[config.mk]
export PLATFORM = sky130hd
export DESIGN_NAME = ls_stage
export DESIGN_NICKNAME = d
export VERILOG_FILES = /design/src/rtl/ls_pkg.sv /design/src/rtl/ls_ctr.sv /design/src/rtl/lsu.sv /design/src/rtl/csr_file.sv /design/src/rtl/clint.sv /design/src/rtl/ls_stage.sv
export VERILOG_INCLUDE_DIRS = /design/src /design/src/rtl
export SDC_FILE = /design/constraint.sdc
export NUM_CORES = 2
export LEC_CHECK = 0
export BUFFER_PORTS_ARGS = -buffer_cell sky130_fd_sc_hd__buf_2
export CAP_MARGIN = 10
export CORE_AREA = 10 10 395 397
export DETAILED_ROUTE_END_ITERATION = 6
export DIE_AREA = 0 0 405 407
export SETUP_SLACK_MARGIN = 0.3
export SLEW_MARGIN = 25
export SYNTH_ARGS = -nofsm -noshare
export SYNTH_HDL_FRONTEND = slang
export SYNTH_SLANG_ARGS = --single-unit
[constraint.sdc]
create_clock -name clk -period 8.1 [get_ports clk]
set_clock_uncertainty 0.2 [all_clocks]
set_input_delay 0.405 -clock clk [delete_from_list [all_inputs] [get_ports clk]]
set_output_delay 0.405 -clock clk [all_outputs]
set_load 0.005 [all_outputs]
[src/rtl/ls_settings.svh]
`ifndef LS_SETTINGS_SVH
`define LS_SETTINGS_SVH

`define XLEN                64

// values of instr[6:2]
`define OPC_LOAD            5'b00000
`define OPC_STORE           5'b01000
`define OPC_SYSTEM          5'b11100

`define CSR_MSTATUS         12'h300
`define CSR_MIE             12'h304
`define CSR_MTVEC           12'h305
`define CSR_MSCRATCH        12'h340
`define CSR_MEPC            12'h341
`define CSR_MCAUSE          12'h342
`define CSR_MIP             12'h344

// byte offsets inside the clint window
`define CLINT_MTIMECMP_OFS  16'h4000
`define CLINT_MTIME_OFS     16'hbff8

`define AXI_RESP_OKAY       2'b00
`define AXI_RESP_SLVERR     2'b10

`endif

[src/rtl/ls_pkg.sv]
`default_nettype none

`include "ls_settings.svh"

package ls_pkg;

    typedef struct packed {
        logic [11:0]        csr;        // funct12 or csr address
        logic [4:0]         rs1;        // uimm for the immediate csr forms
        logic [2:0]         funct3;
        logic [4:0]         rd;
        logic [6:0]         opcode;
    } itype_t;

    typedef struct packed {
        logic [6:0]         imm_hi;
        logic [4:0]         rs2;
        logic [4:0]         rs1;
        logic [2:0]         funct3;
        logic [4:0]         imm_lo;
        logic [6:0]         opcode;
    } stype_t;

    typedef union packed {
        itype_t             i;
        stype_t             s;
    } rv_instr_u;

    typedef struct packed {
        logic               rd_en;
        logic               wr_en;
        logic [1:0]         size;       // byte, half, word, double
        logic               unsigned_ld;
        logic [`XLEN-1:0]   wr_data;    // already on its byte lane
        logic [7:0]         wr_mask;
    } mem_req_t;

    typedef struct packed {
        logic [`XLEN-1:0]   addr;
        logic               rd_en;
        logic               wr_en;
        logic [`XLEN-1:0]   wr_data;
        logic [7:0]         wr_mask;
        logic [2:0]         size;
    } sram_req_t;

    typedef struct packed {
        logic [`XLEN-1:0]   addr;
        logic               valid;
    } axil_aw_t;

    typedef struct packed {
        logic [`XLEN-1:0]   data;
        logic [7:0]         strb;
        logic               valid;
    } axil_w_t;

    typedef struct packed {
        logic [1:0]         resp;
        logic               valid;
    } axil_b_t;

    typedef struct packed {
        logic [`XLEN-1:0]   addr;
        logic               valid;
    } axil_ar_t;

    typedef struct packed {
        logic [`XLEN-1:0]   data;
        logic [1:0]         resp;
        logic               valid;
    } axil_r_t;

endpackage

`default_nettype wire

[src/rtl/ls_ctr.sv]
`timescale 1ns/1ps
`default_nettype none

`include "ls_settings.svh"

module ls_ctr import ls_pkg::*; (
    input  rv_instr_u           instr_i,
    input  logic [`XLEN-1:0]    rs2_i,
    input  logic [2:0]          addr_lo_i,
    output mem_req_t            req_o
);

    logic           is_load;
    logic           is_store;
    logic [1:0]     st_size;

    assign is_load  = (instr_i.i.opcode[6:2] == `OPC_LOAD);
    assign is_store = (instr_i.s.opcode[6:2] == `OPC_STORE);
    assign st_size  = instr_i.s.funct3[1:0];

    always_comb begin
        req_o       = '0;
        req_o.rd_en = is_load;
        req_o.wr_en = is_store;
        if (is_load) begin
            req_o.size        = instr_i.i.funct3[1:0];
            req_o.unsigned_ld = instr_i.i.funct3[2];   // lbu, lhu, lwu
        end else if (is_store) begin
            req_o.size = st_size;
            case (st_size)
                2'd0: begin
                    req_o.wr_data = {8{rs2_i[7:0]}};
                    req_o.wr_mask = 8'h01 << addr_lo_i;
                end
                2'd1: begin
                    req_o.wr_data = {4{rs2_i[15:0]}};
                    req_o.wr_mask = 8'h03 << {addr_lo_i[2:1], 1'b0};
                end
                2'd2: begin
                    req_o.wr_data = {2{rs2_i[31:0]}};
                    req_o.wr_mask = 8'h0f << {addr_lo_i[2], 2'b00};
                end
                default: begin
                    req_o.wr_data = rs2_i;
                    req_o.wr_mask = 8'hff;
                end
            endcase
        end
    end

    // replicated data lets the mask alone pick the lane

endmodule

`default_nettype wire

[src/rtl/lsu.sv]
`timescale 1ns/1ps
`default_nettype none

`include "ls_settings.svh"

module lsu import ls_pkg::*; (
    input  logic                clk,
    input  logic                rst_n_i,
    input  mem_req_t            req_i,
    input  logic [`XLEN-1:0]    addr_i,
    input  logic [`XLEN-1:0]    alures_i,
    input  logic                advance_i,
    output sram_req_t           sram_req_o,
    input  logic                sram_rd_valid_i,
    input  logic                sram_wr_ok_i,
    input  logic [`XLEN-1:0]    sram_rd_data_i,
    output logic [`XLEN-1:0]    ls_res_o,
    output logic                ls_not_ok_o
);

    logic                   done;       // response seen for the current instruction
    logic                   resp;
    logic                   rd_resp;
    logic [`XLEN-1:0]       lane;
    logic [`XLEN-1:0]       ld_ext;
    logic [`XLEN-1:0]       ld_res;

    assign sram_req_o.addr    = addr_i;
    assign sram_req_o.rd_en   = req_i.rd_en & ~done;
    assign sram_req_o.wr_en   = req_i.wr_en & ~done;
    assign sram_req_o.wr_data = req_i.wr_data;
    assign sram_req_o.wr_mask = req_i.wr_mask;
    assign sram_req_o.size    = {1'b0, req_i.size};

    assign rd_resp = sram_req_o.rd_en & sram_rd_valid_i;
    assign resp    = rd_resp | (sram_req_o.wr_en & sram_wr_ok_i);

    assign ls_not_ok_o = (req_i.rd_en | req_i.wr_en) & ~done;

    assign lane = sram_rd_data_i >> {addr_i[2:0], 3'b000};  // addressed byte to bit 0

    always_comb begin
        case (req_i.size)
            2'd0: begin
                if (req_i.unsigned_ld) begin
                    ld_ext = {{(`XLEN-8){1'b0}}, lane[7:0]};
                end else begin
                    ld_ext = {{(`XLEN-8){lane[7]}}, lane[7:0]};
                end
            end
            2'd1: begin
                if (req_i.unsigned_ld) begin
                    ld_ext = {{(`XLEN-16){1'b0}}, lane[15:0]};
                end else begin
                    ld_ext = {{(`XLEN-16){lane[15]}}, lane[15:0]};
                end
            end
            2'd2: begin
                if (req_i.unsigned_ld) begin
                    ld_ext = {{(`XLEN-32){1'b0}}, lane[31:0]};
                end else begin
                    ld_ext = {{(`XLEN-32){lane[31]}}, lane[31:0]};
                end
            end
            default: begin
                ld_ext = lane;
            end
        endcase
    end

    always_ff @(posedge clk or negedge rst_n_i) begin
        if (!rst_n_i) begin
            done <= 1'b0;
        end else if (resp) begin
            done <= 1'b1;
        end else if (advance_i) begin
            done <= 1'b0;
        end
    end

    always_ff @(posedge clk) begin
        if (rd_resp) begin
            ld_res <= ld_ext;
        end
    end

    assign ls_res_o = req_i.rd_en ? ld_res : alures_i;  // non-loads pass the alu result

endmodule

`default_nettype wire

[src/rtl/csr_file.sv]
`timescale 1ns/1ps
`default_nettype none

`include "ls_settings.svh"

module csr_file import ls_pkg::*; (
    input  logic                clk,
    input  logic                rst_n_i,
    input  logic [`XLEN-1:0]    pc_i,
    input  rv_instr_u           instr_i,
    input  logic [`XLEN-1:0]    wr_data_i,
    input  logic                trap_i,
    input  logic                advance_i,
    input  logic                timer_int_i,
    output logic [`XLEN-1:0]    csr_data_o,
    output logic [`XLEN-1:0]    mtvec_o,
    output logic [`XLEN-1:0]    mepc_o,
    output logic                in_intr_ls_o
);

    logic [`XLEN-1:0]   mstatus;
    logic [`XLEN-1:0]   mie;
    logic [`XLEN-1:0]   mip;
    logic [`XLEN-1:0]   mtvec;
    logic [`XLEN-1:0]   mepc;
    logic [`XLEN-1:0]   mcause;
    logic [`XLEN-1:0]   mscratch;
    logic [`XLEN-1:0]   src;
    logic [`XLEN-1:0]   new_val;
    logic [11:0]        csr_addr;
    logic               is_system;
    logic               is_csr_op;
    logic               is_mret;
    logic               csr_we;
    logic               instr_valid;

    assign csr_addr    = instr_i.i.csr;
    assign is_system   = (instr_i.i.opcode[6:2] == `OPC_SYSTEM);
    assign is_csr_op   = is_system & (instr_i.i.funct3[1:0] != 2'b00);
    assign is_mret     = is_system & (instr_i.i.funct3 == 3'b000) & (csr_addr == 12'h302);
    assign instr_valid = (instr_i != '0);  // all zero word is a bubble

    assign src    = instr_i.i.funct3[2] ? {{(`XLEN-5){1'b0}}, instr_i.i.rs1} : wr_data_i;
    assign csr_we = is_csr_op & ((instr_i.i.funct3[1:0] == 2'b01) | (instr_i.i.rs1 != 5'd0));

    assign mip          = {{(`XLEN-8){1'b0}}, timer_int_i, 7'b0};  // mtip
    assign in_intr_ls_o = instr_valid & mstatus[3] & mie[7] & mip[7];

    always_comb begin
        case (csr_addr)
            `CSR_MSTATUS:  csr_data_o = mstatus;
            `CSR_MIE:      csr_data_o = mie;
            `CSR_MIP:      csr_data_o = mip;
            `CSR_MTVEC:    csr_data_o = mtvec;
            `CSR_MEPC:     csr_data_o = mepc;
            `CSR_MCAUSE:   csr_data_o = mcause;
            `CSR_MSCRATCH: csr_data_o = mscratch;
            default:       csr_data_o = '0;
        endcase
    end

    always_comb begin
        case (instr_i.i.funct3[1:0])
            2'b01:   new_val = src;
            2'b10:   new_val = csr_data_o | src;
            default: new_val = csr_data_o & ~src;
        endcase
    end

    always_ff @(posedge clk or negedge rst_n_i) begin
        if (!rst_n_i) begin
            mstatus  <= '0;
            mie      <= '0;
            mtvec    <= '0;
            mepc     <= '0;
            mcause   <= '0;
            mscratch <= '0;
        end else if (advance_i) begin
            if (in_intr_ls_o) begin
                mepc       <= pc_i;
                mcause     <= {1'b1, {(`XLEN-5){1'b0}}, 4'd7};  // machine timer
                mstatus[7] <= mstatus[3];
                mstatus[3] <= 1'b0;
            end else if (trap_i) begin
                mepc       <= pc_i;
                mcause     <= {{(`XLEN-4){1'b0}}, 4'd11};  // ecall from m-mode
                mstatus[7] <= mstatus[3];
                mstatus[3] <= 1'b0;
            end else if (is_mret) begin
                mstatus[3] <= mstatus[7];
                mstatus[7] <= 1'b1;
            end else if (csr_we) begin
                case (csr_addr)
                    `CSR_MSTATUS:  mstatus  <= new_val;
                    `CSR_MIE:      mie      <= new_val;
                    `CSR_MTVEC:    mtvec    <= new_val;
                    `CSR_MEPC:     mepc     <= new_val;
                    `CSR_MCAUSE:   mcause   <= new_val;
                    `CSR_MSCRATCH: mscratch <= new_val;
                    default:       mscratch <= mscratch;  // mip is read only
                endcase
            end
        end
    end

    assign mtvec_o = mtvec;
    assign mepc_o  = mepc;

endmodule

`default_nettype wire

[src/rtl/clint.sv]
`timescale 1ns/1ps
`default_nettype none

`include "ls_settings.svh"

module clint import ls_pkg::*; (
    input  logic        clk,
    input  logic        rst_n_i,
    input  axil_aw_t    aw_i,
    output logic        aw_ready_o,
    input  axil_w_t     w_i,
    output logic        w_ready_o,
    output axil_b_t     b_o,
    input  logic        b_ready_i,
    input  axil_ar_t    ar_i,
    output logic        ar_ready_o,
    output axil_r_t     r_o,
    input  logic        r_ready_i,
    output logic        timer_int_o
);

    logic [`XLEN-1:0]   mtime;
    logic [`XLEN-1:0]   mtimecmp;
    logic               wr_fire;
    logic               rd_fire;
    logic               wr_cmp;
    logic               wr_time;
    logic [15:0]        rd_ofs;

    function automatic logic [`XLEN-1:0] merge_strb(input logic [`XLEN-1:0] old_v,
                                                    input logic [`XLEN-1:0] new_v,
                                                    input logic [7:0] strb);
        logic [`XLEN-1:0] res;
        res = old_v;
        for (int i = 0; i < 8; i++) begin
            if (strb[i]) begin
                res[i*8 +: 8] = new_v[i*8 +: 8];
            end
        end
        return res;
    endfunction

    // aw and w are taken together, only when no b is outstanding
    assign wr_fire    = aw_i.valid & w_i.valid & ~b_o.valid;
    assign aw_ready_o = wr_fire;
    assign w_ready_o  = wr_fire;
    assign wr_cmp     = wr_fire & (aw_i.addr[15:0] == `CLINT_MTIMECMP_OFS);
    assign wr_time    = wr_fire & (aw_i.addr[15:0] == `CLINT_MTIME_OFS);

    assign ar_ready_o = ~r_o.valid;
    assign rd_fire    = ar_i.valid & ~r_o.valid;
    assign rd_ofs     = ar_i.addr[15:0];

    always_ff @(posedge clk or negedge rst_n_i) begin
        if (!rst_n_i) begin
            mtime       <= '0;
            mtimecmp    <= '1;
            timer_int_o <= 1'b0;
        end else begin
            mtime <= wr_time ? merge_strb(mtime, w_i.data, w_i.strb) : mtime + 1'b1;
            if (wr_cmp) begin
                mtimecmp <= merge_strb(mtimecmp, w_i.data, w_i.strb);
            end
            timer_int_o <= (mtime >= mtimecmp);
        end
    end

    always_ff @(posedge clk or negedge rst_n_i) begin
        if (!rst_n_i) begin
            b_o <= '0;
        end else if (wr_fire) begin
            b_o.valid <= 1'b1;
            b_o.resp  <= (wr_cmp | wr_time) ? `AXI_RESP_OKAY : `AXI_RESP_SLVERR;
        end else if (b_ready_i) begin
            b_o.valid <= 1'b0;
        end
    end

    always_ff @(posedge clk or negedge rst_n_i) begin
        if (!rst_n_i) begin
            r_o <= '0;
        end else if (rd_fire) begin
            r_o.valid <= 1'b1;
            case (rd_ofs)
                `CLINT_MTIMECMP_OFS: begin
                    r_o.data <= mtimecmp;
                    r_o.resp <= `AXI_RESP_OKAY;
                end
                `CLINT_MTIME_OFS: begin
                    r_o.data <= mtime;
                    r_o.resp <= `AXI_RESP_OKAY;
                end
                default: begin
                    r_o.data <= '0;
                    r_o.resp <= `AXI_RESP_SLVERR;
                end
            endcase
        end else if (r_ready_i) begin
            r_o.valid <= 1'b0;
        end
    end

endmodule

`default_nettype wire

[src/rtl/ls_stage.sv]
`timescale 1ns/1ps
`default_nettype none

`include "ls_settings.svh"

module ls_stage import ls_pkg::*; (
    input  logic                clk,
    input  logic                rst_n_i,
    input  logic [`XLEN-1:0]    pc_i,
    input  rv_instr_u           instr_i,
    input  logic [`XLEN-1:0]    alures_i,
    input  logic [`XLEN-1:0]    rs2_i,
    input  logic [`XLEN-1:0]    wb_data_i,
    input  logic                ld_csr_hazard_i,
    input  logic                trap_ls_i,
    input  logic                stall_n_i,
    input  logic                if_stall_n_i,
    output logic [`XLEN-1:0]    ls_res_o,
    output logic [`XLEN-1:0]    csr_data_o,
    output logic [`XLEN-1:0]    mtvec_o,
    output logic [`XLEN-1:0]    mepc_o,
    output logic                ls_not_ok_o,
    output logic                in_intr_ls_o,
    output sram_req_t           sram_req_o,
    input  logic                sram_rd_valid_i,
    input  logic                sram_wr_ok_i,
    input  logic [`XLEN-1:0]    sram_rd_data_i,
    input  axil_aw_t            aw_i,
    output logic                aw_ready_o,
    input  axil_w_t             w_i,
    output logic                w_ready_o,
    output axil_b_t             b_o,
    input  logic                b_ready_i,
    input  axil_ar_t            ar_i,
    output logic                ar_ready_o,
    output axil_r_t             r_o,
    input  logic                r_ready_i
);

    mem_req_t           mem_req;
    logic [`XLEN-1:0]   csr_wr_data;
    logic               csr_stall_n;
    logic               advance;
    logic               timer_int;

    assign csr_wr_data = ld_csr_hazard_i ? wb_data_i : alures_i;  // load result not in regfile yet
    assign csr_stall_n = in_intr_ls_o ? if_stall_n_i : stall_n_i;
    assign advance     = ~ls_not_ok_o & csr_stall_n;

    ls_ctr u_ls_ctr (
        .instr_i        (instr_i),
        .rs2_i          (rs2_i),
        .addr_lo_i      (alures_i[2:0]),
        .req_o          (mem_req)
    );

    lsu u_lsu (
        .clk            (clk),
        .rst_n_i        (rst_n_i),
        .req_i          (mem_req),
        .addr_i         (alures_i),
        .alures_i       (alures_i),
        .advance_i      (advance),
        .sram_req_o     (sram_req_o),
        .sram_rd_valid_i(sram_rd_valid_i),
        .sram_wr_ok_i   (sram_wr_ok_i),
        .sram_rd_data_i (sram_rd_data_i),
        .ls_res_o       (ls_res_o),
        .ls_not_ok_o    (ls_not_ok_o)
    );

    csr_file u_csr_file (
        .clk            (clk),
        .rst_n_i        (rst_n_i),
        .pc_i           (pc_i),
        .instr_i        (instr_i),
        .wr_data_i      (csr_wr_data),
        .trap_i         (trap_ls_i),
        .advance_i      (advance),
        .timer_int_i    (timer_int),
        .csr_data_o     (csr_data_o),
        .mtvec_o        (mtvec_o),
        .mepc_o         (mepc_o),
        .in_intr_ls_o   (in_intr_ls_o)
    );

    clint u_clint (
        .clk            (clk),
        .rst_n_i        (rst_n_i),
        .aw_i           (aw_i),
        .aw_ready_o     (aw_ready_o),
        .w_i            (w_i),
        .w_ready_o      (w_ready_o),
        .b_o            (b_o),
        .b_ready_i      (b_ready_i),
        .ar_i           (ar_i),
        .ar_ready_o     (ar_ready_o),
        .r_o            (r_o),
        .r_ready_i      (r_ready_i),
        .timer_int_o    (timer_int)
    );

endmodule

`default_nettype wire

After elaboration in Yosys (flattened, before gate mapping) --
Index checks and enable logic that the tools add are counted.
Operators by class: shift-type cells 4, eq/ne operators 27, mux-type cells 51, bitwise logic cells 32, reductions and logical operators 30, add/sub/neg operators 1, $lt $le $gt $ge 1
Operators by type and width (number):
- 2-to-1 mux 64 bit | 17
- case mux 64 bit (7 select lines) | 1
- case mux 72 bit (3 select lines) | 1
- case mux 64 bit (3 select lines) | 1
- 2-to-1 mux 72 bit | 2
- case mux 66 bit (2 select lines) | 1
- case mux 64 bit (2 select lines) | 1
- equality test 12 x 10 -> 1 bit (second input constant) | 8
- 2-to-1 mux 8 bit | 10
- adder 64 x 1 -> 64 bit (second input constant) | 1
- bitwise AND 64 bit | 1
- greater-or-equal comparator 64 bit | 1
- inverter 64 bit | 1
- bitwise OR 64 bit | 1
- >> shifter 64 x 6 -> 64 bit | 1
- equality test 16 x 15 -> 1 bit (second input constant) | 2
- equality test 16 bit (second input constant) | 2
- nonzero test 32 bit | 1
- AND reduction 6 bit | 4
- bitwise AND 1 bit | 18
- != test 2 bit (second input constant) | 8
- AND reduction 2 bit | 8
- 2-to-1 mux 1 bit | 14
- nonzero test 3 bit | 3
- other kinds (19) | 38
Word-level totals: output and inout bits 472, flip-flop bits (word level) 648

Logic depth before layout (Yosys ltp) --
depth in word-level cells 10, gate-level depth with buffers 12, mapped depth without buffers 9

Cells and area by module --
A second synthesis with hierarchy kept.
Unflattened totals: cells, all modules 4203, area total of the unflattened synthesis 38913.6 um2
Modules (own cells, without submodules):
- csr_file | area an instance 19065.8 um2, cells an instance 2059, times used 1
- clint | area an instance 11168.2 um2, cells an instance 1291, times used 1
- lsu | area an instance 5950.7 um2, cells an instance 550, times used 1
- ls_ctr | area an instance 1637.8 um2, cells an instance 230, times used 1
- ls_stage | area an instance 1091.0 um2, cells an instance 73, times used 1

Least setup slack after synthesis --
OpenSTA, ideal clock, no wires.
path type in2reg, start input instr_i[3] (netlist name), end register u_lsu.ld_res[0], enable pin, setup slack 5.045 ns, path buffers 0, stages 4, data arrival time 2.425 ns, cell sequence nor2_1 > nand2_1 > nor3_1 > and2_1
RTL lines:
- start, declared | RTL line ls_stage.sv:10 | input rv_instr_u instr_i,
- end signal, assigned | RTL line lsu.sv:83 | ld_res <= ld_ext;
- end, declared | RTL line lsu.sv:26 | logic [`XLEN-1:0] ld_res;

Final worst setup path --
start input instr_i[22] (netlist name), end register u_csr_file.mie[63]
Between the ends: longest elaborated chain between the ends 7, elaborated cells between the ends (all ways) 22, classes of those cells eq/ne: 8; mux: 3; bitwise: 9; reduce/logical: 2
RTL lines:
- nonzero test 32 bit | RTL line csr_file.sv:41 | assign instr_valid = (instr_i != '0);
- bitwise AND 1 bit (3 in a row) | RTL line csr_file.sv:47 | assign in_intr_ls_o = instr_valid & mstatus[3] & mie[7] & mip[7];
- 2-to-1 mux 1 bit | RTL line ls_stage.sv:47 | assign csr_stall_n = in_intr_ls_o ? if_stall_n_i : stall_n_i;
- bitwise AND 1 bit | RTL line ls_stage.sv:48 | assign advance = ~ls_not_ok_o & csr_stall_n;
- AND reduction 6 bit (no source line)
- end signal, assigned | RTL line csr_file.sv:95 | `CSR_MIE: mie <= new_val;
- end, declared | RTL line csr_file.sv:22 | logic [`XLEN-1:0] mie;
Several ways; a longest one is shown, not always the timed one. A chain may end at the register's enable or synchronous reset.

==> results list <==
- Max FO, Critical Path: 58
- After the first detailed-routing iteration, the DRC count stood at 3,828.
* Max-slew headroom: 0.2502
* Critical Path Max Stage Delay: 0.80 ns
- Number of cells on the worst reg-to-reg path: 9
* Achievable Freq: 245.1 MHz
- The floorplan step defined a core boundary enclosing 147,500 um^2.
- Measured along the x axis, the die boundary spans 405 um.
* Maximum vdd ir drop: 171.8 uV
* Leak: 20.92 nW
- After synthesis, the mean cell area works out to 9.206 um^2.
- Detailed placement ended at an HPWL of 160,100 um.
- Counting both buffers and inverters, the worst setup path holds a total of 4.
- Clock buffer depth: 3
- For flop-to-flop paths, the worst setup slack is 4.11 ns.
* Clock-pin slew reported for the worst setup and hold paths after clock tree synthesis: 0.06 ns
- RSZ-0062 raised after global routing: no
* Via-to-Cell Ratio: 5.288
- For this run, the register share of the synthesized area comes to 0.4521.
- Power spread over the standard cell area amounts to 183.0 nW/um^2.
- Row generation in the floorplan step produced 141 rows.
* Startpoint class of the critical path: input port
* Clock tree from TritonCTS: built
* Crit Reg-Reg Startpoint: u_clint.b_o[0]
- Cell types with the highest counts after synthesis: dfrtp_1 (518), nand2_1 (516), o21ai_0 (403)
* Yosys warnings: 0
- Synthesized flop and latch total: 646
* DRC: 0
* Final weighted congestion in routability-driven placement: 1.043
- Min Hold Slack: 0.06257 ns
- The most numerous cell type found on the critical path is buf_4.
* Required time at the worst-slack endpoint: 8.41 ns
- For this run, the share of the core covered by cells in the final layout is 0.3202.
- Of the total power, the share spent switching nets is 0.2893.
- The run finished with clean final reports.
- Count of nets left with antenna violations after detail routing: 0
* Post-cts gate resize count: 0
* Critical R2R Capture: u_clint.mtime[44]
- Counting the fill cells in the layout gives 15,545.
* Fraction of layout instances using a drive strength above 1: 0.2890
- Internal power comes to 6.141 mW.
* Final count of hold timing violations: 0
- Largest area contributor in the netlist: dfrtp_1
- The analysis attributes to net switching a power of 2.500 mW.
* Overall via count from detail_route: 36,352
- Post-synthesis instance total: 3,980
- The via count of the first global-routing pass is 35,757.
* Met3 track demand over resource in global routing: 0.07434
- Crit-path leading delay family: buffers and inverters
- Total power: 8.641 mW
- For this run, the leading register cell type out of synthesis is dfrtp_1.
* Post-synth EDFFs: 64
* Worst Max-Slew Pin Slew: 1.125 ns
* Portion of synthesized cell area occupied by the leading cell type: 0.3538
- Final Max Tran Viols: 0
- CP cell instances: buf_4 -> nor4_1 -> and4b_1 -> and4bb_1 -> nor2_4 -> buf_4 -> buf_4 -> nor2_1 -> nand4_1 -> buf_4 -> o21ai_1
- Start point of the worst hold path: sram_rd_data_i[1]
* Cts hold-fix bufs: 159
- Busiest layer in global routing: met2
* Most frequently used cell type in the post-synthesis netlist: dfrtp_1
- Of the total power, the clock network draws 0.444.
* Root cell of the clock tree: clkbuf_16
- Min Clock Period, post-route: 4.079 ns
* Post-detailed-routing wire length: 209,300 um
- # Max-Cap Violations: 0
- Vertical die dimension: 407 um
- The cell area that synthesis handed to floorplanning was 36,640 um^2.
- Initial DRT Pass Iterations: 5
- Synthesis-to-finish area growth: 28.87%
- STA classifies the critical path endpoint as a flop.
- Post-layout instance area: 47,220 um^2
- Setup violations remaining at the end of the flow were counted as 0.
* GR Util All Layers: 0.2424
- WL/cell: 30.44 um
- Number of unique standard cell types used by synthesis: 85
- Arrival time of the worst setup path: 4.39 ns
* Slowest CP cell: buf_4
- The H-tree was split into 3 levels.
- For this run the aggregate overflow at the end of global routing stands at 0.
- Final Cycle Share: 0.5036
- Classification of the worst setup path: input port to flop
* Num CTS Buffers: 80
- Ranked by total cell area, the synthesized netlist is headed by dfrtp_1 (35%), o21ai_0 (5.5%), nand2_1 (5.3%), edfxtp_1 (5.2%), mux2_2 (4.9%).
* Clock Sink Count: 646
- In this run the worst hold path is classified as input port to flop.
- The die covers 164,800 um^2.
* Io pins: 1,037
- GR met1 Demand/Resource: 0.2966
- Clock latency on the worst-skew pair, taken at its later pin, is 0.70 ns.
* Number of antenna violations at the first check in global routing: 76
- # Post-CTS Setup Buffers: 0
- Seq pwr share: 0.405
* Power share of the combinational group: 0.151
- Counting flops with an async set or reset pin after synthesis yields a share of 0.9009.
- Global routing met2 resource utilization: 0.3922
- Number of cells on the worst hold path: 5
- For the final routed database, the setup TNS stands at 0 ns.
- Buffers placed on the I/O ports in this run total 937.
- The initial utilization of the core area, before any placement, comes to 0.2484.
- Total number of nets in the final design: 5,483
- Largest net degree at the start of global routing: 179
- Wire length of the first global-routing pass: 287,000 um
* Area of placed instances: 42,690 um^2
* Hold worst-path end: u_lsu.ld_res[1]
==> cell families after synthesis <==
family,Yosys count,share of synthesized area
compound gates,1275,0.2238
simple gates,1168,0.1405
flops,646,0.4521
buf+inv,477,0.05819
mux,344,0.1017
fa+ha+maj,69,0.02356
other cells,1,0.0001023
==> worst max path at each step <==
stage / cells after the start / to / slack, ns / start
global route: 11 / u_csr_file.mie[26] / 3.91 / trap_ls_i
global placement: 10 / u_csr_file.mcause[3] / 3.36 / instr_i[28]
finish: 11 / u_csr_file.mie[63] / 4.02 / instr_i[22]
CTS: 11 / u_csr_file.mie[63] / 3.96 / trap_ls_i
detailed placement: 11 / u_csr_file.mie[63] / 3.29 / instr_i[22]
floorplan: 4 / u_lsu.ld_res[0] / 5.05 / instr_i[3]
==> per-layer routing <==
metal,up-vias,part of all wire
met5,-,0.00089
met4,30,0.046
met3,323,0.092
met2,1808,0.46
met1,18037,0.40
li1,16154,-
==> registers in the layout, indices dropped and copies added (netlist names) <==
register             cells
u_clint.r_o             66
u_clint.mtime           64
u_clint.mtimecmp        64
u_csr_file.mcause       64
u_csr_file.mepc_o       64
u_csr_file.mie          64
u_csr_file.mscratch     64
u_csr_file.mstatus      64
u_csr_file.mtvec_o      64
u_lsu.ld_res            64
u_clint.b_o              2
u_clint.timer_int_o      1
u_lsu.done               1
==> worst reg2reg max path, stage by stage (launching register included) <==
cell and delay (ns):
dfrtp_1 0.39, nand3b_1 0.19, nor4_1 0.53, and3_1 0.75, buf_4 0.51, nor2_1 0.30, nand4_1 0.19, mux2i_1 0.20
o21a_1 0.13, dlygate4sd3_1 0.53
==> power groups by stage <==
stage | Clock [mW] | Combinational (mW) | Sequential (mW)
finish | 3.83 | 1.31 | 3.50
global route | 4.03 | 1.41 | 3.51
CTS | 3.90 | 1.31 | 3.50
detailed placement | 0 | 1.24 | 3.55
global placement | 0 | 1.23 | 3.55
floorplan | 0 | 0.510 | 3.54
==> area by class of cell <==
type	instances	area, um^2	area share
clock inverter	31	447.9	0.009486
sequential	646	16570	0.3508
inverter	107	402.9	0.008532
clock buffer	115	2347	0.04971
tap	1930	2415	0.05114
multi-input combinational	2859	18140	0.3842
antenna	32	80.08	0.001696
timing repair buffer	1155	6819	0.1444
==> metrics by stage <==
| step | std cells | worst slack (ns) |
|---|---|---|
| after floorplan | 3982 | 5.045 |
| after CTS | 6841 | 3.961 |
| after global routing | 6864 | 3.907 |
| after global placement | 6534 | 3.356 |
| after detailed placement | 6536 | 3.285 |
| final | 6875 | 4.021 |
==> layout by cell type, fill, tap and decap left out, types with 42 or more instances in the layout <==
cell type / n
buf_2: 933
o22ai_1: 79
mux2i_1: 174
a22oi_1: 208
nand3_1: 55
a21oi_1: 186
mux2_2: 160
nor3_1: 42
o21ai_1: 62
buf_4: 55
dlygate4sd3_1: 159
nand2_1: 515
edfxtp_1: 64
dfstp_2: 64
inv_1: 104
ha_1: 68
clkbuf_16: 83
dfrtp_1: 518
o21ai_0: 402
a22o_1: 177
nor2_1: 355
Power figures use the tool's default switching activity.
